## src/verilog/a2_pkg.sv

```systemverilog
package a2_pkg;

	// ==============================
	// Memory
	// ==============================
	localparam int RAM_ADDR_W = 18;
	localparam int AUX_ADDR_W = 16;
	localparam int RAM_BYTE_W = 8;
	localparam int MAIN_DEPTH = 196608;
	localparam int AUX_DEPTH  = 65536;

	typedef logic [RAM_ADDR_W-1:0]   ram_addr_t;
	typedef logic [AUX_ADDR_W-1:0]   aux_addr_t;
	typedef logic [RAM_BYTE_W-1:0]   ram_byte_t;
	// Main bank in the low byte, aux bank in the high byte
	typedef logic [2*RAM_BYTE_W-1:0] ram_word_t;

	// ==============================
	// Disk images
	// ==============================
	localparam int IDX_FLOPPY1 = 0;
	localparam int IDX_HDD     = 1;
	localparam int IDX_FLOPPY2 = 2;

	typedef logic [63:0] img_size_t;
	typedef logic [2:0]  drive_vec_t;
	typedef logic [1:0]  floppy_vec_t;

	typedef enum logic [0:0] {
		HDD_IDLE = 1'b0,
		HDD_BUSY = 1'b1
	} hdd_state_t;

	// ==============================
	// Joystick
	// ==============================
	typedef logic [7:0]  joy_axis_t;
	typedef logic [15:0] joy_analog_t;
	typedef logic [5:0]  joy_dig_t;

endpackage

```

## src/verilog/disk_mount_track.sv

```systemverilog
`timescale 1ns/100ps

module disk_mount_track (
	input  logic                clk_sys,
	input  logic                dd_reset,
	input  a2_pkg::drive_vec_t  img_mounted,
	input  a2_pkg::img_size_t   img_size,
	input  logic                img_readonly,
	output logic                hdd_mounted,
	output logic                hdd_protect,
	output a2_pkg::floppy_vec_t disk_mount,
	output a2_pkg::floppy_vec_t disk_change
);

	a2_pkg::floppy_vec_t floppy_pulse;
	logic                img_present;

	// Floppy 1 in bit 0, floppy 2 in bit 1
	assign floppy_pulse = {img_mounted[a2_pkg::IDX_FLOPPY2], img_mounted[a2_pkg::IDX_FLOPPY1]};
	assign img_present  = (img_size != '0);

	always_ff @(posedge clk_sys) begin
		if (dd_reset) begin
			hdd_mounted <= 1'b0;
			hdd_protect <= 1'b0;
			disk_mount  <= '0;
			disk_change <= '0;
		end else begin
			if (img_mounted[a2_pkg::IDX_HDD]) begin
				hdd_mounted <= img_present;
				hdd_protect <= img_readonly;
			end
			for (int f = 0; f < 2; f++) begin
				if (floppy_pulse[f]) begin
					disk_mount[f]  <= img_present;
					disk_change[f] <= ~disk_change[f];
				end
			end
		end
	end

	// Change toggles are what the floppy engine watches to reload a track
	for (genvar g = 0; g < 2; g++) begin : g_change_chk
		a_change_own_slot: assert property (@(posedge clk_sys) disable iff (dd_reset)
			($changed(disk_change[g]) && !$past(dd_reset)) |-> $past(floppy_pulse[g]))
			else $error("floppy %0d change bit toggled without its mount pulse", g);
	end

endmodule

```

## config.mk

```make
export PLATFORM = sky130hd
export DESIGN_NAME = disk_mount_track
export DESIGN_NICKNAME = d
export VERILOG_FILES = /design/src/verilog/a2_pkg.sv /design/src/verilog/disk_mount_track.sv
export SDC_FILE = /design/constraint.sdc
export NUM_CORES = 1
export LEC_CHECK = 0
export ABC_CLOCK_PERIOD_IN_PS = 2650
export BUFFER_PORTS_ARGS = -buffer_cell sky130_fd_sc_hd__buf_4
export CORE_MARGIN = 2
export CORE_UTILIZATION = 23
export DETAILED_ROUTE_END_ITERATION = 8
export PLACE_DENSITY = 0.84
export SETUP_SLACK_MARGIN = 0.05
export SLEW_MARGIN = 20
export SYNTH_ARGS = -nofsm -noshare
export SYNTH_HDL_FRONTEND = slang
export SYNTH_SLANG_ARGS = --single-unit
```

## constraint.sdc

```tcl
create_clock -name clk_sys -period 2.65 [get_ports clk_sys]
set_input_delay 0.3975 -clock clk_sys [delete_from_list [all_inputs] [get_ports clk_sys]]
set_output_delay 0.3975 -clock clk_sys [all_outputs]
set_load 0.005 [all_outputs]
```

### After elaboration in Yosys (flattened, before gate mapping)

Index checks and enable logic that the tools add are counted.

* register bits after elaboration: 6
* input port bits: 70
* output and inout port bits: 6
* logic and storage cells: 9

* bitwise logic cells: 2
* reduce and logical (&&, ||, !) cells: 1

Operators by type and width (number)
* 64-bit nonzero test: 1
* 1-bit inverter: 2

### Longest topological paths before layout

* depth in word-level cells: 1
* mapped depth: 4
* depth with buffers taken out: 4

### Worst setup path before layout

OpenSTA, ideal clock, no wires.

* path kind: input -> register
* from: in img_size[10]
* to: reg disk_mount[0]
* library setup time: 132 ps
* arrival: 1220 ps
* data required time: 2518 ps
* setup slack: 1298 ps
* stages on the path: 4
* path buffers: 0
* cell sequence: nor4_1 > nand4_1 > nor4_2 > a211oi_1

* cells in the longest elaborated chain, start to end: 1

RTL lines
* start, declared: line disk_mount_track.sv:7 `input a2_pkg::img_size_t img_size,`
* 64-bit nonzero test: line disk_mount_track.sv:20 `assign img_present = (img_size != '0);`
* end signal, assigned by index: line disk_mount_track.sv:35 `disk_mount[f] <= img_present;`
* end, declared: line disk_mount_track.sv:11 `output a2_pkg::floppy_vec_t disk_mount,`

Every way passes these cells.
A chain may end at the register's enable or synchronous reset.

### Worst setup path after layout

* from: in img_size[48]
* to: reg disk_mount[1]

The elaborated chain is that of the path after synthesis.

==> Implementation_results.wiki <==
{| class="wikitable"
! Metric !! Value
|-
| Effective utilization at floorplan || 25.2%
|-
| Number of buffers added to fix hold violations after cts || 0
|-
| Clock Latency Late Sink || between 200 and 250 ps
|-
| Vias in the first global route || 687
|-
| Worst-case clock buffer depth || 2
|-
| Crit path arrival time || 1510 ps
|-
| Chip Height || about 42 um
|-
| Worst hold path class || in2reg
|-
| Wire length of the first global-routing pass || 2850 um
|-
| Number of cells in the design after placement || 129
|-
| Pins Over Slew Limit || 0
|-
| Area enclosed by the die boundary || 1790 sq um
|-
| Endpoint with the worst hold slack || disk_mount[0]
|-
| Crit Path Category || in2reg
|-
| Delay of the slowest critical-path stage || 350 ps
|-
| Post-synth top area cell || sky130_fd_sc_hd__dfxtp_1
|-
| Die boundary width || 42.3 um
|-
| Antenna violation net count after detailed routing || 0
|-
| Kind of cell adding the most delay to the critical path || simple AND/OR/NAND/NOR gates
|-
| Clock buffer count from CTS || 3
|-
| Dpl hpwl || roughly 1600 um
|-
| Slowest cell on crit path || sky130_fd_sc_hd__nor4_1
|-
| Sinks on the clock net || 6
|-
| Nets || 189
|-
| Worst hold margin || roughly 350 ps
|-
| Proportion of layout cells with a drive suffix above 1 || 68.4%
|-
| Crit start category || input pin
|-
| Antenna diode count || 0
|-
| Worst slew margin relative to its limit || between 70 and 80%
|-
| Pin slew with the least headroom to its limit || around 350 ps
|-
| Largest net degree at the start of global routing || 7
|-
| Number of setup buffers added after CTS || 0
|-
| Result of the run || complete, no violations
|-
| Util after Layout || a little over two thirds
|-
| Synth Cell Area || between 300 and 400 sq um
|-
| Via total after detailed routing || 629
|-
| Peak Freq || 715 MHz
|-
| Vias per cell || 4.77
|-
| Average wire per standard cell || 13.3 um
|-
| Number of cell rows || 13
|-
| Number of distinct library cells after synthesis || 8
|-
| Synthesis warning total || 0
|-
| Number of buffer cells added on primary ports || 75
|-
| Total of max-cap violations || 0
|-
| #FFs+latches synth || 6
|-
| Mean Syn Cell Area || between 8 and 9 sq um
|-
| Startpoint of the worst register-to-register path || disk_mount[1]
|-
| Post-cts resize count || 0
|-
| Final number of setup-violating endpoints || 0
|-
| WP data required || 2760 ps
|-
| Ratio of final minimum period to clock period || 52.8%
|-
| Hold Path Origin || img_mounted[0]
|-
| Worst path cell trace || buf_4, nor4_1, nand4_1, nor4_2, a211oi_1
|-
| Buffers & Inverters on Critical Path || 1
|-
| DRC violation count after routing || 0
|-
| Setup Total Neg Slack || 0 ps
|-
| Maximum ir drop on the vdd rail || 0.000229 V
|-
| H-tree lvl count || 1
|-
| Type of element capturing the critical path || flip-flop
|-
| Area of the placeable core || approximately 1300 sq um
|-
| Final global-route overflow total || 0
|-
| TritonCTS clock tree || done
|-
| Synthesized Nets || 109
|-
| Total detailed-routing wirelength || about 1800 um
|-
| Crit path max fanout || 3
|-
| Path depth of the worst reg2reg path || 2
|-
| CTS Root Cell || sky130_fd_sc_hd__clkbuf_4
|-
| Post-CTS clock slew at the launch and capture registers of the worst setup and hold paths || 50 ps
|-
| Share of the yosys chip area belonging to registers || 35.7%
|-
| Clk_skew || 0 ps
|-
| Endpoint of the worst-slack reg-to-reg timing path || disk_mount[1]
|-
| Number of failing hold endpoints at the final stage || 0
|-
| Cell types occupying the most area after synthesis || sky130_fd_sc_hd__dfxtp_1 (36%), sky130_fd_sc_hd__nor4_1 (28%), sky130_fd_sc_hd__nand4_1 (7.4%), sky130_fd_sc_hd__nor4_2 (7.4%), sky130_fd_sc_hd__a211oi_1 (6.7%)
|-
| Final critical-path required period || between 1000 and 1500 ps
|-
| Lkg Pwr || 0.459 nW
|-
| Final cell count without fillers || 132
|-
| Fraction of post-synthesis cell area in the top cell type by area || between 30% and 40%
|-
| GPL Wtd Cong || 0.747
|-
| Cells after Synth || 39
|-
| P&R area growth vs syn || 180%
|-
| Initial antenna violation count || 0
|-
| Worst-case register-to-register setup slack || 1990 ps
|-
| Router iterations before antenna repair || 2
|-
| Power density over the cells || 314 nW/um^2
|-
| Total global routing track utilization || between 20% and 30%
|-
| RSZ-0062 raised after global routing || false
|-
| Depth of the worst hold-timing path || 2
|-
| Drt first-iter violations || 1
|-
| I/O pin total || 76
|}
-- worst max-delay path by stage --
stage / startpoint / endpoint / slack (ps) / cells past startpoint
after floorplan: img_size[10] / disk_mount[0] / 1300 / 4
after global placement: img_size[55] / disk_mount[1] / 1060 / 5
after detailed placement: img_size[48] / disk_mount[0] / 980 / 5
after CTS: img_size[48] / disk_mount[1] / 1250 / 5
after global routing: img_size[48] / hdd_mounted / 1140 / 5
final: img_size[48] / disk_mount[1] / 1250 / 5
-- metrics by stage --
| stage | worst slack (ps) | power, W | area, sq um |
|---|---|---|---|
| detailed placement | 977 | 0.000213 | 918 |
| global route | 1140 | 0.000311 | 941 |
| CTS | 1250 | 0.000298 | 941 |
| global placement | 1060 | 0.000210 | 918 |
| floorplan | 1300 | 0.000118 | 337 |
| finish | 1250 | 0.000296 | 941 |
-- layer usage --
metal	GRT usage, %	up-vias	routed length [um]
li1	-	324	-
met1	19.2	262	579
met2	42.2	43	1010
met3	5.17	0	171
met4	6.88	0	0
met5	0	-	0
-- cells by family after synthesis --
kind of cell / after synthesis / synth area share [%]
and+or+nand+nor: 27 / 49.4
xor gates and xnor gates: 2 / 5.21
muxes: 1 / 2.97
DFF: 6 / 35.7
AOI/OAI and AO/OA: 3 / 6.69
-- cell usage in the layout (no fill, tap or decap) --
cell type                  instances
sky130_fd_sc_hd__xnor2_1           2
sky130_fd_sc_hd__clkbuf_4          3
sky130_fd_sc_hd__nor2_1            6
sky130_fd_sc_hd__dfxtp_1           6
sky130_fd_sc_hd__mux2i_1           1
sky130_fd_sc_hd__nand4_1           4
sky130_fd_sc_hd__buf_4            75
sky130_fd_sc_hd__nor4_2            2
sky130_fd_sc_hd__nor4_1           15
sky130_fd_sc_hd__a211oi_1          3
-- final cells by class --
cell class | count | area [sq um]
Multi-Input combinational cell | 33 | 216
Fill cell | 117 | 393
Sequential cell | 6 | 120
Clock buffer | 3 | 22.5
Timing Repair Buffer | 75 | 563
Tap cell | 15 | 18.8
-- sequential cells by signal, summed over array words and instances, names as in the netlist --
register / cells
disk_change: 2
disk_mount: 2
hdd_mounted: 1
hdd_protect: 1
-- worst reg2reg max path: cells and delay by family, from the launching register on --
kind | cells | cell delay, ps
AO/OA/AOI/OAI | 1 | 200
AND/OR/NAND/NOR | 1 | 50
flip-flops | 1 | 330
-- synthesized netlist by cell type --
cell,n
sky130_fd_sc_hd__nor4_2,2
sky130_fd_sc_hd__nor4_1,15
sky130_fd_sc_hd__mux2i_1,1
sky130_fd_sc_hd__nand4_1,4
sky130_fd_sc_hd__xnor2_1,2
sky130_fd_sc_hd__a211oi_1,3
sky130_fd_sc_hd__nor2_1,6
sky130_fd_sc_hd__dfxtp_1,6
-- power by group --
group | internal, W | leakage (nW) | switching [W]
clock | 0.0000513 | 0.0138 | 0.0000339
sequential | 0.0000980 | 0.0501 | 0.00000437
combinational | 0.0000808 | 0.395 | 0.0000272
No activity file was read; power rests on OpenSTA's default activity.
