==> config.mk <==
export PLATFORM = sky130hd
export DESIGN_NAME = hdd_request_ctrl
export DESIGN_NICKNAME = d
export VERILOG_FILES = /design/src/verilog/a2_pkg.sv /design/src/verilog/hdd_request_ctrl.sv
export SDC_FILE = /design/constraint.sdc
export NUM_CORES = 1
export LEC_CHECK = 0
export BUFFER_PORTS_ARGS = -buffer_cell sky130_fd_sc_hd__buf_4
export CORE_AREA = 4 4 41 43
export DETAILED_ROUTE_END_ITERATION = 8
export DIE_AREA = 0 0 45 47
export GPL_TIMING_DRIVEN = 0
export PLACE_DENSITY_LB_ADDON = 0.1
export SLEW_MARGIN = 20
export SYNTH_ARGS = -nofsm -noshare
export SYNTH_HDL_FRONTEND = slang
export SYNTH_SLANG_ARGS = --single-unit
==> constraint.sdc <==
create_clock -name clk_sys -period 3.5 [get_ports clk_sys]
set_clock_uncertainty 0.15 [all_clocks]
set_input_delay 0.175 -clock clk_sys [delete_from_list [all_inputs] [get_ports clk_sys]]
set_output_delay 0.175 -clock clk_sys [all_outputs]
set_load 0.05 [all_outputs]
==> src/verilog/a2_pkg.sv <==
package a2_pkg;

	// ==============================
	// Memory
	// ==============================
	localparam int RAM_ADDR_W = 18;
	localparam int AUX_ADDR_W = 16;
	localparam int RAM_BYTE_W = 8;
	localparam int MAIN_DEPTH = 196608;
	localparam int AUX_DEPTH  = 65536;

	typedef logic [RAM_ADDR_W-1:0]   ram_addr_t;
	typedef logic [AUX_ADDR_W-1:0]   aux_addr_t;
	typedef logic [RAM_BYTE_W-1:0]   ram_byte_t;
	// Main bank in the low byte, aux bank in the high byte
	typedef logic [2*RAM_BYTE_W-1:0] ram_word_t;

	// ==============================
	// Disk images
	// ==============================
	localparam int IDX_FLOPPY1 = 0;
	localparam int IDX_HDD     = 1;
	localparam int IDX_FLOPPY2 = 2;

	typedef logic [63:0] img_size_t;
	typedef logic [2:0]  drive_vec_t;
	typedef logic [1:0]  floppy_vec_t;

	typedef enum logic [0:0] {
		HDD_IDLE = 1'b0,
		HDD_BUSY = 1'b1
	} hdd_state_t;

	// ==============================
	// Joystick
	// ==============================
	typedef logic [7:0]  joy_axis_t;
	typedef logic [15:0] joy_analog_t;
	typedef logic [5:0]  joy_dig_t;

endpackage

==> src/verilog/hdd_request_ctrl.sv <==
`timescale 1ns/100ps

module hdd_request_ctrl (
	input  logic clk_sys,
	input  logic dd_reset,
	input  logic hdd_read,
	input  logic hdd_write,
	input  logic sd_ack_hdd,
	output logic sd_rd_hdd,
	output logic sd_wr_hdd,
	output logic cpu_wait
);

	a2_pkg::hdd_state_t state;
	logic               rd_pending;
	logic               wr_pending;
	logic               ack_d;
	logic               req_up;

	// Requests still raised means we are waiting for the ack to rise
	assign req_up = sd_rd_hdd | sd_wr_hdd;

	// ==============================
	// Request FSM
	// ==============================
	always_ff @(posedge clk_sys) begin
		if (dd_reset) begin
			state      <= a2_pkg::HDD_IDLE;
			rd_pending <= 1'b0;
			wr_pending <= 1'b0;
			ack_d      <= 1'b0;
			sd_rd_hdd  <= 1'b0;
			sd_wr_hdd  <= 1'b0;
			cpu_wait   <= 1'b0;
		end else begin
			ack_d <= sd_ack_hdd;

			// Pulses stack up until the server acks, so late ones merge
			rd_pending <= rd_pending | hdd_read;
			wr_pending <= wr_pending | hdd_write;

			case (state)
				a2_pkg::HDD_IDLE: begin
					if (rd_pending | wr_pending) begin
						state     <= a2_pkg::HDD_BUSY;
						sd_rd_hdd <= rd_pending;
						sd_wr_hdd <= wr_pending;
						cpu_wait  <= 1'b1;
					end
				end
				a2_pkg::HDD_BUSY: begin
					if (req_up && ack_d) begin
						// Ack seen high on the last edge
						rd_pending <= 1'b0;
						wr_pending <= 1'b0;
						sd_rd_hdd  <= 1'b0;
						sd_wr_hdd  <= 1'b0;
					end else if (!req_up && !ack_d) begin
						// Ack has dropped again, release the CPU
						state    <= a2_pkg::HDD_IDLE;
						cpu_wait <= 1'b0;
					end
				end
				default: state <= a2_pkg::HDD_IDLE;
			endcase
		end
	end

	// ==============================
	// Checks
	// ==============================
	a_req_under_wait: assert property (@(posedge clk_sys) disable iff (dd_reset)
		(sd_rd_hdd || sd_wr_hdd) |-> cpu_wait)
		else $error("hdd request raised without cpu_wait");

	a_wait_after_ack: assert property (@(posedge clk_sys) disable iff (dd_reset)
		($fell(cpu_wait) && !$past(dd_reset)) |-> !sd_ack_hdd)
		else $error("cpu_wait released while sd ack still high");

endmodule

* Word-level counts from Yosys, hierarchy flattened
Cells that the tools add are included.
** Word-level totals
- Output and inout port bits :: 3
- Bits in registers :: 7
- Word-level logic and storage cells :: 39
** Cells by class
- Bitwise operators :: 5
- Equal/unequal tests :: 4
- Mux-type cells :: 17
- Reduce and logical (&&, ||, !) cells :: 6
** Operator list (count)
- $mux 1 :: 13
- $pmux 1 s2 :: 4
- $ne 2x1->1 const B :: 2
- $ne 2x2->1 const B :: 2
- $or 1x1->1 :: 4
- $reduce_and 3->1 :: 1
- $logic_and 1x1->1 :: 2
- $logic_not 1->1 :: 2
- $reduce_and 2->1 :: 1
- $not 1->1 :: 1

* Depth between registers and ports, before layout
- Depth after elaboration :: 6
- Depth in mapped cells :: 3
- Gate-level depth less buffers :: 3

* Worst setup path before layout
No wires, ideal clock.
- Path type :: register to register
- Start point :: register sd_wr_hdd
- End point :: register sd_rd_hdd
- Slack :: 2.015 ns
- Data arrival time :: 1.218 ns
- Library setup time :: 0.117 ns
- Period minus slack after synthesis :: 1.485 ns
- Buffers on the path :: 0
- Cell stages (with the launch flop) :: 4
- Cell sequence :: dfxtp_1 > or2_4 > a31oi_4 > a32o_1
** Between the ends
- Cells in the longest elaborated chain, start to end :: 4
** Ends and longest elaborated chain
- start, declared :: RTL line hdd_request_ctrl.sv:10 : output logic sd_wr_hdd,
- start signal, assigned :: RTL line hdd_request_ctrl.sv:47 : sd_wr_hdd <= wr_pending;
- $or 1x1->1 :: RTL line hdd_request_ctrl.sv:21 : assign req_up = sd_rd_hdd | sd_wr_hdd;
- $logic_and 1x1->1 :: RTL line hdd_request_ctrl.sv:52 : if (req_up && ack_d) begin
- $ne 2x1->1 (no line)
- $reduce_and 2->1 (no line)
- end signal, assigned :: RTL line hdd_request_ctrl.sv:46 : sd_rd_hdd <= rd_pending;
- end, declared :: RTL line hdd_request_ctrl.sv:9 : output logic sd_rd_hdd,
Every way passes these cells.
A chain may end at the register's enable or synchronous reset.

* Final worst setup path
- Start point :: input sd_ack_hdd
- End point :: register ack_d
** RTL lines
- start, declared :: RTL line hdd_request_ctrl.sv:8 : input logic sd_ack_hdd,
- end signal, assigned :: RTL line hdd_request_ctrl.sv:36 : ack_d <= sd_ack_hdd;
- end, declared :: RTL line hdd_request_ctrl.sv:17 : logic ack_d;
No word-level cell between the ends.

==> summary.txt <==
STA
  – Maximum operating frequency: 0.666 GHz
  – Final period util: 42.9%
  – Hold WS: 0.379 ns
  – RSZ-0062 raised after global routing: false
  – Max Slew Vio Count: 0
  – Slew HR: 82.9%
  – Tmin final: 1.50 ns
  – Final Setup Violations: 0
  – Final Hold Viols: 0
  – Worst-Margin Slew: 0.256 ns
  – Setup TNS: 0 ns

Global route
  – Overall global routing resource usage: 6.41%
  – Total gr overflow: 0
  – First-pass GRT wire length: 903 µm
  – Largest net degree at the start of global routing: 6
  – Initial antenna violation count: 0
  – Vias in the first global route: 223

Worst hold path
  – Hold Crit Depth: 1
  – Hold wc startpoint: wr_pending$_SDFF_PP0_
  – Hold Path Class: flop to flop
  – Hold Path End: wr_pending$_SDFF_PP0_

Place
  – GPL Wtd Cong: 0.711
  – I/O Buffers: 7
  – Placed cell count: 44

Floorplanning
  – Die Area: 2120 µm²
  – Boundary Pins: 8
  – Initial Util: 20.2%
  – Num rows: 13
  – Die W: 45 µm
  – Die H: 47 µm
  – Core ar.: 1300 µm²

Logic synthesis
  – Area leader, netlist: dfxtp_1
  – Synth cell types: 12
  – Post-synthesis cell count: 22
  – Synthesis-stage register bit count: 7
  – Post-synth net total: 27
  – Mapped Avg Cell Area: 11.9 µm²
  – Post-Syn Area: 263 µm²
  – Sequential fraction of the synthesis area: 53.3%
  – Share of the synthesized area in the top cell type: 53.3%
  – Ranking of synthesized cells by area: dfxtp_1 53%, a31oi_4 8.1%, a32o_1 7.6%
  – Ys Warns: 0

Cells and area
  – Final std cells w/o fill: 53
  – P&R area growth vs syn: 56.2%
  – Antenna Cells: 0
  – FILL cells: 150
  – Nets: 44
  – Layout cells sized above 1: 34.2%
  – Final core occ: 31.5%

Setup path
  – Slowest CP cell: dlygate4sd3_1
  – Startpoint types: input port
  – Reg2reg end: sd_rd_hdd$_SDFFE_PP0P_
  – Crit-path max cell delay: 0.54 ns
  – Max FO, Critical Path: 1
  – WS Path Type: input port to flop
  – Worst EP required: 3.49 ns
  – Reg2reg path depth: 3
  – CP Depth: 4
  – Worst EP arrival: 1.49 ns
  – Critical path's top delay family: buffers and inverters
  – Worst Path Buf+Inv: 3
  – Most used cell, CP: dlygate4sd3_1
  – Worst path cell trace: dlygate4sd3_1 > buf_4 > nor2b_1 > dlygate4sd3_1
  – Endpoint class of the critical path: flop
  – Reg-to-reg startpoint: sd_wr_hdd$_SDFFE_PP0P_
  – Worst reg-to-reg setup slack: 2.29 ns

Power
  – Power density over the cells: 523 nW/µm²
  – Leakage power: 0.166 nW
  – VDD IR max: 0.156 mV

Route
  – Routed vias: 223
  – Residual DRC: 0
  – DRT Wirelength: 514 µm
  – DRT antenna net count: 0
  – 1st-iter DRT viols: 2
  – WL per Instance: 9.70 µm
  – Via density: 4.21
  – Drt first pass iters: 2

Clock network
  – CTS Sinks: 7
  – CTS tree: done
  – Clk_lat worst skew: 0.25 ns
  – H-tree Lvls: 1
  – Clock Path Buffers: 2
  – Post-CTS Setup Bufs: 0
  – Reg clk slew, reported paths: 0.05 ns
  – Clk Tree Root Cell: clkbuf_4
  – Inserted Clock Buffers: 3

Run status
  – Status: completed

Run
  – Max Cap Viol: 0
==> flip-flops by register name (all words and copies together) (netlist names) <==
signal,count
wr_pending,1
cpu_wait,1
rd_pending,1
sd_wr_hdd,1
ack_d,1
state,1
sd_rd_hdd,1
==> through the flow <==
stage	setup slack [ns]	power [mW]	instance area [µm²]
6_report	2.00	0.215	410
2_1_floorplan	2.01	0.126	263
3_5_place_dp	2.30	0.139	334
3_3_place_gp	2.29	0.139	334
4_1_cts	2.01	0.218	410
5_1_grt	1.97	0.226	410
==> how the worst max path moves through the flow <==
stage,from,to,slack (ns)
2_1_floorplan,sd_wr_hdd$_SDFFE_PP0P_,sd_rd_hdd$_SDFFE_PP0P_,2.01
3_3_place_gp,sd_wr_hdd$_SDFFE_PP0P_,sd_rd_hdd$_SDFFE_PP0P_,2.29
3_5_place_dp,sd_wr_hdd$_SDFFE_PP0P_,sd_rd_hdd$_SDFFE_PP0P_,2.30
4_1_cts,sd_ack_hdd,ack_d$_SDFF_PP0_,2.01
5_1_grt,dd_reset,ack_d$_SDFF_PP0_,1.97
6_report,sd_ack_hdd,ack_d$_SDFF_PP0_,2.00
==> repair_timing <==
item                      in CTS  in global routing
gates resized for setup        0                  0
hold buffers                   5                  0
hold endpoints to repair       5                  0
==> worst reg2reg max path: stages, from the launching register on <==
cell     delay [ns]
dfxtp_1        0.34
or2_4          0.26
a31oi_4        0.21
a32o_1         0.19
==> kinds of logic after synthesis <==
group	after synthesis	share of synthesized area (%)
buf+inv	1	1.43
compound gates	7	26.2
simple gates	7	19.0
flops	7	53.3
==> metal layers <==
layer | GRT usage (%) | up-vias | routed length, µm
li1 | - | 116 | -
met1 | 6.16 | 100 | 229
met2 | 9.89 | 5 | 246
met3 | 2.68 | 2 | 31
met4 | 7.02 | 0 | 6
met5 | 0 | - | 0
==> power breakdown <==
part / switching, mW / total, mW / internal [mW]
registers: 0.00812 / 0.0956 / 0.0875
logic: 0.0236 / 0.0458 / 0.0222
clock network: 0.0298 / 0.0733 / 0.0435
total: 0.0615 / 0.215 / 0.153
==> cells in the final DEF, fill, tap and decap left out <==
master         count
o21bai_1           1
a32o_1             2
dfxtp_1            7
nor4b_2            1
nor3_1             2
o21a_1             2
or2_4              1
nor2_1             1
clkbuf_4           3
nor2b_1            2
clkbuf_1           1
o21ai_1            1
dlygate4sd3_1      5
inv_1              1
buf_4              7
a31oi_4            1
==> synthesized netlist by cell type, drive strengths merged <==
| library cell | n |
|---|---|
| dfxtp | 7 |
| a32o | 2 |
| nor2b | 2 |
| nor3 | 2 |
| o21a | 2 |
| a31oi | 1 |
| inv | 1 |
| nor2 | 1 |
| nor4b | 1 |
| o21ai | 1 |
| o21bai | 1 |
| or2 | 1 |
==> layout make-up <==
type,count,area (µm²),area share (%)
timing repair buffer,12,103,25.0
sequential,7,140,34.1
multi-input combinational,14,119,29.0
clock buffer,4,26.3,6.40
inverter,1,3.75,0.915
tap,15,18.8,4.57
Note: power is estimated with default switching activity, not from simulation.
