<file path="config.mk">
export PLATFORM = sky130hd
export DESIGN_NAME = joy_map
export DESIGN_NICKNAME = d
export VERILOG_FILES = /design/src/verilog/a2_pkg.sv /design/src/verilog/joy_map.sv
export SDC_FILE = /design/constraint.sdc
export NUM_CORES = 1
export LEC_CHECK = 0
export BUFFER_PORTS_ARGS = -buffer_cell sky130_fd_sc_hd__buf_4
export CORE_MARGIN = 3
export CORE_UTILIZATION = 33
export DETAILED_ROUTE_END_ITERATION = 6
export GPL_TIMING_DRIVEN = 0
export MAX_ROUTING_LAYER = met4
export PLACE_DENSITY_LB_ADDON = 0.08
export SYNTH_ARGS = -nofsm -noshare
export SYNTH_HDL_FRONTEND = slang
export SYNTH_SLANG_ARGS = --single-unit
</file>
<file path="constraint.sdc">
create_clock -name vclk -period 0.8
set_input_delay 0.16 -clock vclk [all_inputs]
set_output_delay 0.16 -clock vclk [all_outputs]
set_load 0.03 [all_outputs]
</file>
<file path="src/verilog/a2_pkg.sv">
package a2_pkg;

	// ==============================
	// Memory
	// ==============================
	localparam int RAM_ADDR_W = 18;
	localparam int AUX_ADDR_W = 16;
	localparam int RAM_BYTE_W = 8;
	localparam int MAIN_DEPTH = 196608;
	localparam int AUX_DEPTH  = 65536;

	typedef logic [RAM_ADDR_W-1:0]   ram_addr_t;
	typedef logic [AUX_ADDR_W-1:0]   aux_addr_t;
	typedef logic [RAM_BYTE_W-1:0]   ram_byte_t;
	// Main bank in the low byte, aux bank in the high byte
	typedef logic [2*RAM_BYTE_W-1:0] ram_word_t;

	// ==============================
	// Disk images
	// ==============================
	localparam int IDX_FLOPPY1 = 0;
	localparam int IDX_HDD     = 1;
	localparam int IDX_FLOPPY2 = 2;

	typedef logic [63:0] img_size_t;
	typedef logic [2:0]  drive_vec_t;
	typedef logic [1:0]  floppy_vec_t;

	typedef enum logic [0:0] {
		HDD_IDLE = 1'b0,
		HDD_BUSY = 1'b1
	} hdd_state_t;

	// ==============================
	// Joystick
	// ==============================
	typedef logic [7:0]  joy_axis_t;
	typedef logic [15:0] joy_analog_t;
	typedef logic [5:0]  joy_dig_t;

endpackage

</file>
<file path="src/verilog/joy_map.sv">
`timescale 1ns/100ps

module joy_map (
	input  a2_pkg::joy_analog_t joystick_analog,
	input  a2_pkg::joy_dig_t    joystick_dig,
	input  a2_pkg::joy_axis_t   paddle,
	input  logic                analog_swap,
	input  logic                pdl_sel_hi,
	input  logic                pdl_sel_lo,
	output a2_pkg::joy_analog_t joy_an,
	output a2_pkg::joy_dig_t    joy_dig_out
);

	a2_pkg::joy_axis_t   pdl;
	a2_pkg::joy_analog_t joy_swp;
	logic                lo_idle;
	logic                hi_idle;

	// Paddle arrives signed around zero, the core wants it offset
	assign pdl = {~paddle[7], paddle[6:0]};

	// Byte order is reversed unless the swap option is set
	assign joy_swp = analog_swap ? joystick_analog
	                             : {joystick_analog[7:0], joystick_analog[15:8]};

	assign joy_an = {pdl_sel_hi ? pdl : joy_swp[15:8],
	                 pdl_sel_lo ? pdl : joy_swp[7:0]};

	// Digital directions only count while the stick is centred
	assign lo_idle = ~|joy_swp[7:0];
	assign hi_idle = ~|joy_swp[15:8];

	assign joy_dig_out = joystick_dig & {2'b11, {2{lo_idle}}, {2{hi_idle}}};

endmodule

</file>
==> flow_summary.ini, run 1 <==
[status]
lastStage = clock tree synthesis (4_1_cts)
error = [ERROR DPL-0038] Utilization greater than 100%, impossible to legalize
status = stopped before the end

[logic_synthesis]
synth_area_leaders = mux2i_1 (27%), o21ai_0 (11%), nand2_1 (10%)
synth.distinct_cells = 19
synth_xor_area_frac = 0
synth_top_area_frac = 0.273
yosys.area.top_type = mux2i_1
ys_top_cells_by_count = mux2i_1 (14), nand2_1 (14), o21ai_0 (11)
syn_area_um2 = 514
synth_warnings = 0
yosysSeqAreaShare = 0
synthMuxAreaShare = 0.273
synth.net_count = 108
synth_top_family_by_area = simple AND/OR/NAND/NOR gates
synth_cells = 75
synth.avg_cell_area_um2 = 6.86
synthSimpleGateAreaFrac = 0.297
synth-adder-area-share = 0
synth_compound_area_frac = 0.268

[cts]
ctsResizeCount = 49
cts-hold-fix-buffers = 0
cts_setup_buffers = 3

[die]
io_pins = 55
rows = 13
dieWidth_um = 45.5
start_util = 0.372
die_h_um = 45.5

[placement]
io_buffers = 52
hpwl_um = 1740
dp_slack_ns = -0.608
gp_congestion = 0.704
## through the flow
| step | instance area, um^2 | hold WS (ns) | std cells |
|---|---|---|---|
| 3_5_place_dp | 1110 | 0.538 | 142 |
| 3_3_place_gp | 1110 | 0.537 | 142 |
| 2_1_floorplan | 698 | 0.392 | 75 |
## logic make-up after synthesis
group                  after synthesis
AOI/OAI and AO/OA                   22
buffers and inverters               11
and+or+nand+nor                     28
muxes                               14
==> run 2: changes to the inputs <==
--- a/config.mk
+++ b/config.mk
@@ -6,12 +6,11 @@
 export NUM_CORES = 1
 export LEC_CHECK = 0
 export BUFFER_PORTS_ARGS = -buffer_cell sky130_fd_sc_hd__buf_4
-export CORE_MARGIN = 3
-export CORE_UTILIZATION = 33
+export CORE_AREA = 3 3 64 66
 export DETAILED_ROUTE_END_ITERATION = 6
+export DIE_AREA = 0 0 67 69
 export GPL_TIMING_DRIVEN = 0
-export MAX_ROUTING_LAYER = met4
-export PLACE_DENSITY_LB_ADDON = 0.08
+export PLACE_DENSITY_LB_ADDON = 0.15
 export SYNTH_ARGS = -nofsm -noshare
 export SYNTH_HDL_FRONTEND = slang
 export SYNTH_SLANG_ARGS = --single-unit
==> constraint.sdc (replaced) <==
create_clock -name vclk -period 1.04
set_input_delay 0.208 -clock vclk [all_inputs]
set_output_delay 0.208 -clock vclk [all_outputs]
set_load 0.03 [all_outputs]
==> run 2 against run 1 <==
Against the previous run: the flow now finishes, with violations (setup timing); synthesized cell count unchanged; area after synthesis stayed put.
==> flow_summary.ini, run 2 <==
[placement]
dp_slack_ns = -0.427
place_area_um2 = 1120
io_buffers = 52
hpwl_um = 1940
gp_congestion = 0.712
dpl.cell_count = 175

[power]
peakVddDrop_v = 0.000244
power.leakage_nw = 0.650
power_density_nw_per_um2 = 501

[global_route]
grtUsageTotal = 0.107
grt-ovfl-total = 0
antenna_found_initial = 0
grt_pass1_wl_um = 4090
grt_pass1_vias = 809
grt_max_degree = 11

[logic_synthesis]
synth_top_area_frac = 0.273
ys_top_cells_by_count = mux2i_1 (14), nand2_1 (14), o21ai_0 (11)
synth.avg_cell_area_um2 = 6.86
synth.net_count = 108
synth.distinct_cells = 19
yosys.area.top_type = mux2i_1
yosysSeqAreaShare = 0
synth_cells = 75
synth_area_leaders = mux2i_1 (27%), o21ai_0 (11%), nand2_1 (10%)
synth_warnings = 0
syn_area_um2 = 514

[worst_hold_path]
whs_endpoint = joy_dig_out[4]
hold_path_class = input port to output pin
min_from = joystick_dig[4]
min_path_cells = 2

[finish]
clock_buffer_count = 0
area_growth_pct = 191
n_sequential_cell = 0
drive_above_1_share = 0.799
fin_nets = 169
diodes = 0
fin_area_um2 = 1500
final_common_cell = buf_4
nFillCells = 383
layout_common_cells = buf_4 (30), buf_6 (26), nand2_1 (14), o21ai_2 (14), mux2i_2 (6)
register_area_um2 = 0
fin_cells = 182
multi_input_area_um2 = 706

[critical_path]
path_class = input port to output pin
arrival_ns = 1.15
cp_common_cell = buf_6
cp-startpoint = joystick_analog[7]
start_kind = input port
required_ns = 0.83
worstPathMaxFanout = 3
critical-path-slowest-cell = nor3_4
path_cells = buf_6 > nor3_4 > a32oi_4 > nor3b_4 > buf_6
critPathMaxStageDelay_ns = 0.28
cp-end-kind = output pin

[timing]
hold_violations = 0
min_period_over_period = 1.30
maxSlewHeadroom = 0.814
worst_slew_pin_slew_ns = 0.279
finalWorstSetupSlack_ns = -0.316
finalCriticalPeriod_ns = 1.36
drv_slew = 0
setup_viol = 20
rsz0062_at_grt = true
fmax_mhz = 737

[die]
dieArea_um2 = 4620
coreArea_um2 = 3630
die_h_um = 69
start_util = 0.142
rows = 22
io_pins = 55
dieWidth_um = 67

[drt]
first_iter_violations = 13
drc = 0
drt_pre_antenna_iters = 4
antenna_left = 0
wl_per_cell_um = 13.8
drt_wl_total_um = 2500
vias = 802
viasPerCell = 4.41

[run]
maxCapViolations = 0

[status]
status = finished with violations
violations = setup timing

[cts]
cts-hold-fix-buffers = 0
run 2: routing by layer:
layer,wire [um],vias to the layer above,GRT usage,part of all wire
met1,1010,374,0.147,0.41
met2,1300,33,0.187,0.52
li1,-,395,-,-
met3,191,0,0.0130,0.076
met5,0,-,0,0
met4,0,0,0,0
run 2: final cells by class:
| type | count | share of cell area |
|---|---|---|
| well taps | 48 | 0.0401 |
| repair buffers | 59 | 0.402 |
| plain buffers | 7 | 0.0768 |
| inverters | 4 | 0.0100 |
| multi-input cells | 64 | 0.471 |
run 2: how the worst max path moves through the flow:
stage               cells after the start  slack (ns)        endpoint
floorplan                               4       -0.14  joy_dig_out[0]
global placement                        5       -0.40       joy_an[6]
detailed placement                      5       -0.43       joy_an[4]
CTS                                     5       -0.34  joy_dig_out[1]
global route                            5       -0.37  joy_dig_out[3]
finish                                  5       -0.32  joy_dig_out[2]
run 2: power by group:
group	leakage, nW	internal [W]	switching (W)
sequential	0	0	0
combinational	0.650	0.000382	0.000370
clock	0	0	0
total	0.650	0.000382	0.000370
run 2: worst max-delay path, delay by kind of cell:
family	cells	cell delay (ns)
compound gates	1	0.19
simple gates	2	0.48
buf+inv	2	0.26
run 2: what timing repair did:
action	in CTS	in global routing
endpoints found under the setup margin	20	20
buffers inserted	1	4
pin swaps	12	14
gates resized for setup	41	23
gates cloned	2	0
hold endpoints to repair	0	0
run 2: through the flow:
step                setup TNS, ns  total power (W)  hold WS, ns   util
finish                      -2.02         0.000752        0.633  0.413
global route                -2.81         0.000797        0.637  0.413
CTS                         -2.20         0.000696        0.634  0.375
detailed placement          -7.59         0.000581        0.634  0.309
global placement            -7.27         0.000575        0.634  0.309
floorplan                   -1.26         0.000325        0.517      -
run 2: cells by family (layout without fill, tap and decap cells):
family                 count (synthesis)  count (layout)  share of synthesized area
and+or+nand+nor                       28              28                      0.297
AOI/OAI and AO/OA                     22              22                      0.268
muxes                                 14              14                      0.272
buffers and inverters                 11              70                      0.163
No activity file was read; power rests on OpenSTA's default activity.
==> run 3: changes to the inputs <==
--- a/config.mk
+++ b/config.mk
@@ -5,6 +5,7 @@
 export SDC_FILE = /design/constraint.sdc
 export NUM_CORES = 1
 export LEC_CHECK = 0
+export ABC_AREA = 1
 export BUFFER_PORTS_ARGS = -buffer_cell sky130_fd_sc_hd__buf_4
 export CORE_AREA = 3 3 64 66
 export DETAILED_ROUTE_END_ITERATION = 6
==> run 3 against run 2 <==
Against the previous run: the flow still finishes with violations (setup timing); worst setup slack better by 0.0032 ns; sequential share of layout area unchanged; critical path depth is 5 higher; cell count increased by 34%; combinational power grew 11%; utilization grew 3.2 points; worst hold slack got worse by 0.00053 ns; synthesized cell count increased by 69%; cell area is 7.7% higher; maximum frequency up 0.24%; global-route usage decreased by 0.38 points; first-iteration DRC count is 54% higher.
==> flow_summary.ini, run 3 <==
[finish]
layout_common_cells = buf_4 (41), nand2_1 (33), buf_6 (28), nand2_2 (27), inv_1 (21)
register_area_um2 = 0
diodes = 0
fin_nets = 231
n_sequential_cell = 0
final_common_cell = buf_4
area_growth_pct = 196
clock_buffer_count = 0
multi_input_area_um2 = 706
post-route-util = 0.444
drive_above_1_share = 0.724
nFillCells = 372

[timing]
fmax_mhz = 739
drv_slew = 0
worst_slew_pin_slew_ns = 0.161
hold_violations = 0
setup_viol = 20
finalCriticalPeriod_ns = 1.35
maxSlewHeadroom = 0.893
finalWorstSetupSlack_ns = -0.313
tns_ns = -3.78
rsz0062_at_grt = true
min_period_over_period = 1.30

[drt]
vias = 964
drt_wl_total_um = 2590
viasPerCell = 3.95
antenna_left = 0
wl_per_cell_um = 10.6
drc = 0
drt_pre_antenna_iters = 3
first_iter_violations = 20

[die]
rows = 22
start_util = 0.150
die_h_um = 69
dieWidth_um = 67
dieArea_um2 = 4620
coreArea_um2 = 3630
io_pins = 55

[global_route]
grt_pass1_wl_um = 3980
grtUsageTotal = 0.103
grt-ovfl-total = 0
grt_max_degree = 11
antenna_found_initial = 0
grt_pass1_vias = 942

[logic_synthesis]
synth_xor_area_frac = 0
synth.net_count = 160
synth-adder-area-share = 0
synth_top_family_by_area = simple AND/OR/NAND/NOR gates
synth_cells = 127
yosysMostFrequentCell = nand2_1
syn_area_um2 = 546
yosys.area.top_type = nand2_1
synth.avg_cell_area_um2 = 4.30
ys_top_cells_by_count = nand2_1 (72), inv_1 (21), o21ai_0 (16)
synth_top_area_frac = 0.495
synth_warnings = 0
synthMuxAreaShare = 0
synth_area_leaders = nand2_1 (50%), o21ai_0 (15%), inv_1 (14%)
yosysSeqAreaShare = 0
synth.distinct_cells = 10
synthSimpleGateAreaFrac = 0.573
synth_compound_area_frac = 0.147

[critical_path]
worstPathMaxFanout = 6
cp-end-kind = output pin
start_kind = input port
arrival_ns = 1.15
required_ns = 0.83
path_class = input port to output pin

[run]
maxCapViolations = 0

[status]
status = finished with violations
violations = setup timing

[worst_hold_path]
hold_path_class = input port to output pin

[placement]
hpwl_um = 2020
io_buffers = 52
gp_congestion = 0.816
dp_slack_ns = -0.393

[power]
power.leakage_nw = 0.856
power_density_nw_per_um2 = 516
peakVddDrop_v = 0.000168

[cts]
cts-hold-fix-buffers = 0
[run 3: changes by cell type after synthesis, sizes merged]
cell | previous run | this run
a32oi | 4 | 0
nor3b | 4 | 0
nor2b | 2 | 0
nor2 | 4 | 8
mux2i | 14 | 0
a211oi | 2 | 0
o21ai | 14 | 16
clkinv | 0 | 1
nor3 | 4 | 0
a21oi | 2 | 0
nand2 | 14 | 74
inv | 4 | 21
[run 3: logic make-up after synthesis]
group,count (synthesis)
AND/OR/NAND/NOR,82
buffers and inverters,29
AO/OA/AOI/OAI,16
[run 3: where the power goes]
part | total (W) | internal [W] | leakage [nW] | switching [W]
Sequential | 0 | 0 | 0 | 0
Combinational | 0.000833 | 0.000407 | 0.856 | 0.000426
Clock | 0 | 0 | 0 | 0
Total | 0.000833 | 0.000407 | 0.856 | 0.000426
[run 3: through the flow]
step	instances	area, um^2	power (W)	hold slack, ns
floorplan	127	697	0.000359	0.488
global placement	227	1150	0.000587	0.634
detailed placement	227	1150	0.000592	0.634
CTS	239	1430	0.000739	0.634
global route	244	1610	0.000889	0.641
finish	244	1610	0.000833	0.632
[run 3: repair_timing]
action	in CTS	in global routing
gates resized for setup	55	35
pin swaps	21	21
buffers inserted	11	5
cloned	1	0
setup endpoints to repair	20	20
[run 3: worst paths after layout]
kind / slack, ns / endpoint / start / cells past startpoint
max: -0.31 / joy_dig_out[0] / analog_swap / 10
min: 0.63 / joy_dig_out[4] / joystick_dig[4] / 2
[run 3: area by class of cell]
cell class,count,area share
buffer,7,0.0605
inverter,22,0.0589
multi-input combinational,98,0.437
tap,48,0.0372
timing repair buffer,69,0.406
[run 3: routing by layer]
layer,GRT usage,vias up,share of wire
met5,0,-,0
met4,0.00901,0,0
met3,0.00489,0,0.057
met2,0.203,25,0.59
met1,0.121,428,0.35
li1,-,511,-
[run 3: critical path: stages]
cell and delay (ns):
buf_12 0.11, clkinv_8 0.06, buf_12 0.13, nand2_4 0.05
nand2_4 0.07, nand2_2 0.05, nor2_2 0.12, nand2_2 0.10
nor2_4 0.12, buf_6 0.13
==> run 4: changes to the inputs <==
--- a/config.mk
+++ b/config.mk
@@ -11,7 +11,7 @@
 export DETAILED_ROUTE_END_ITERATION = 6
 export DIE_AREA = 0 0 67 69
 export GPL_TIMING_DRIVEN = 0
-export PLACE_DENSITY_LB_ADDON = 0.15
+export PLACE_DENSITY = 0.51
 export SYNTH_ARGS = -nofsm -noshare
 export SYNTH_HDL_FRONTEND = slang
 export SYNTH_SLANG_ARGS = --single-unit
==> run 4 against run 3 <==
Against the previous run: sequential share of layout area unchanged; cell count decreased by 1.2%; routed wire length decreased by 2.8%; sequential cell count unchanged; the flow still finishes with violations (setup timing); worst hold slack about the same; critical path depth unchanged; die area unchanged; non-clock buffer count decreased by 3; combinational power decreased by 2.5%; largest power group unchanged; cell area decreased by 2.4%; utilization decreased by 1.1 points.
==> flow_summary.ini, run 4 (same netlist as run 3, synthesis figures left out) <==
[worst_hold_path]
hold_path_class = input port to output pin

[finish]
fin_cells = 241
drive_above_1_share = 0.694
fin_nets = 228
final_common_cell = buf_4
layout_common_cells = buf_4 (40), nand2_1 (38), buf_6 (27), nand2_2 (25), inv_1 (21)
diodes = 0
clock_buffer_count = 0
register_area_um2 = 0
fin_area_um2 = 1580
nFillCells = 378
multi_input_area_um2 = 693
n_sequential_cell = 0
area_growth_pct = 189

[placement]
io_buffers = 52
hpwl_um = 1970
dp_slack_ns = -0.392
dpl.cell_count = 227
gp_congestion = 0.772
place_area_um2 = 1150

[die]
dieWidth_um = 67
die_h_um = 69
dieArea_um2 = 4620
start_util = 0.150
coreArea_um2 = 3630
rows = 22
io_pins = 55

[critical_path]
cp-end-kind = output pin
path_class = input port to output pin
worstPathMaxFanout = 5
arrival_ns = 1.12
start_kind = input port
required_ns = 0.83

[timing]
maxSlewHeadroom = 0.887
worst_slew_pin_slew_ns = 0.170
finalWorstSetupSlack_ns = -0.284
finalCriticalPeriod_ns = 1.32
drv_slew = 0
fmax_mhz = 755
min_period_over_period = 1.27
rsz0062_at_grt = true
hold_violations = 0
hold_ws_ns = 0.632
setup_viol = 20

[cts]
cts-hold-fix-buffers = 0

[drt]
first_iter_violations = 11
vias = 949
viasPerCell = 3.94
drt_pre_antenna_iters = 2
drt_wl_total_um = 2520
antenna_left = 0
wl_per_cell_um = 10.5
drc = 0

[global_route]
grtUsageTotal = 0.105
grt-ovfl-total = 0
antenna_found_initial = 0
grt_pass1_vias = 931
grt_pass1_wl_um = 4040
grt_max_degree = 11

[status]
status = finished with violations
violations = setup timing

[power]
power.leakage_nw = 0.833
power_density_nw_per_um2 = 516
peakVddDrop_v = 0.000195

[run]
maxCapViolations = 0
==> run 4: changes by cell type in the layout (fill, tap and decap cells not counted), moves of 2 or more <==
cell | before | now
clkbuf_8 | 2 | 0
nand2_1 | 33 | 38
nand2_2 | 27 | 25
nand2_4 | 14 | 11
o21ai_2 | 10 | 8
o21ai_4 | 6 | 8
==> run 4: timing repair <==
item | CTS | global route
endpoints found under the setup margin | 20 | 20
gates resized for setup | 56 | 26
pin swaps | 21 | 9
gates cloned | 1 | 0
endpoints found under the hold margin | 0 | 0
setup buffers | 11 | 2
==> run 4: cell type report <==
type / instances / share of cell area
Inverter: 22 / 0.0604
Tap cell: 48 / 0.0381
Timing Repair Buffer: 66 / 0.394
Multi-Input combinational cell: 98 / 0.440
Buffer: 7 / 0.0675
==> run 4: routing by layer <==
layer / track usage / routed length [um] / vias to the layer above
met2: 0.189 / 1290 / 30
met5: 0 / 0 / -
met1: 0.134 / 995 / 414
met4: 0 / 0 / 0
li1: - / - / 505
met3: 0.0195 / 231 / 0
==> run 4: worst paths after layout <==
kind,startpoint,to,slack (ns),cells past startpoint
max,analog_swap,joy_dig_out[1],-0.28,10
min,joystick_dig[4],joy_dig_out[4],0.63,2
==> run 4: per-stage QoR <==
stage	power [W]	TNS [ns]	utilization
global route	0.000865	-4.16	0.434
floorplan	0.000359	-1.44	-
detailed placement	0.000591	-7.08	0.316
global placement	0.000589	-7.01	0.316
finish	0.000812	-3.32	0.434
CTS	0.000748	-3.20	0.399
==> run 4: worst max-delay path, stage by stage <==
cell and delay, ns:
buf_12 0.11, clkinv_8 0.06, buf_16 0.12, nand2_2 0.05, nand2_2 0.07, nand2_1 0.06, nor2_2 0.10, nand2_2 0.11
nor2_4 0.09, buf_6 0.13
==> run 4: power by group <==
part           switching [W]  internal, W  total [W]  leakage, nW
Clock                      0            0          0            0
Sequential                 0            0          0            0
Combinational       0.000418     0.000394   0.000812        0.833
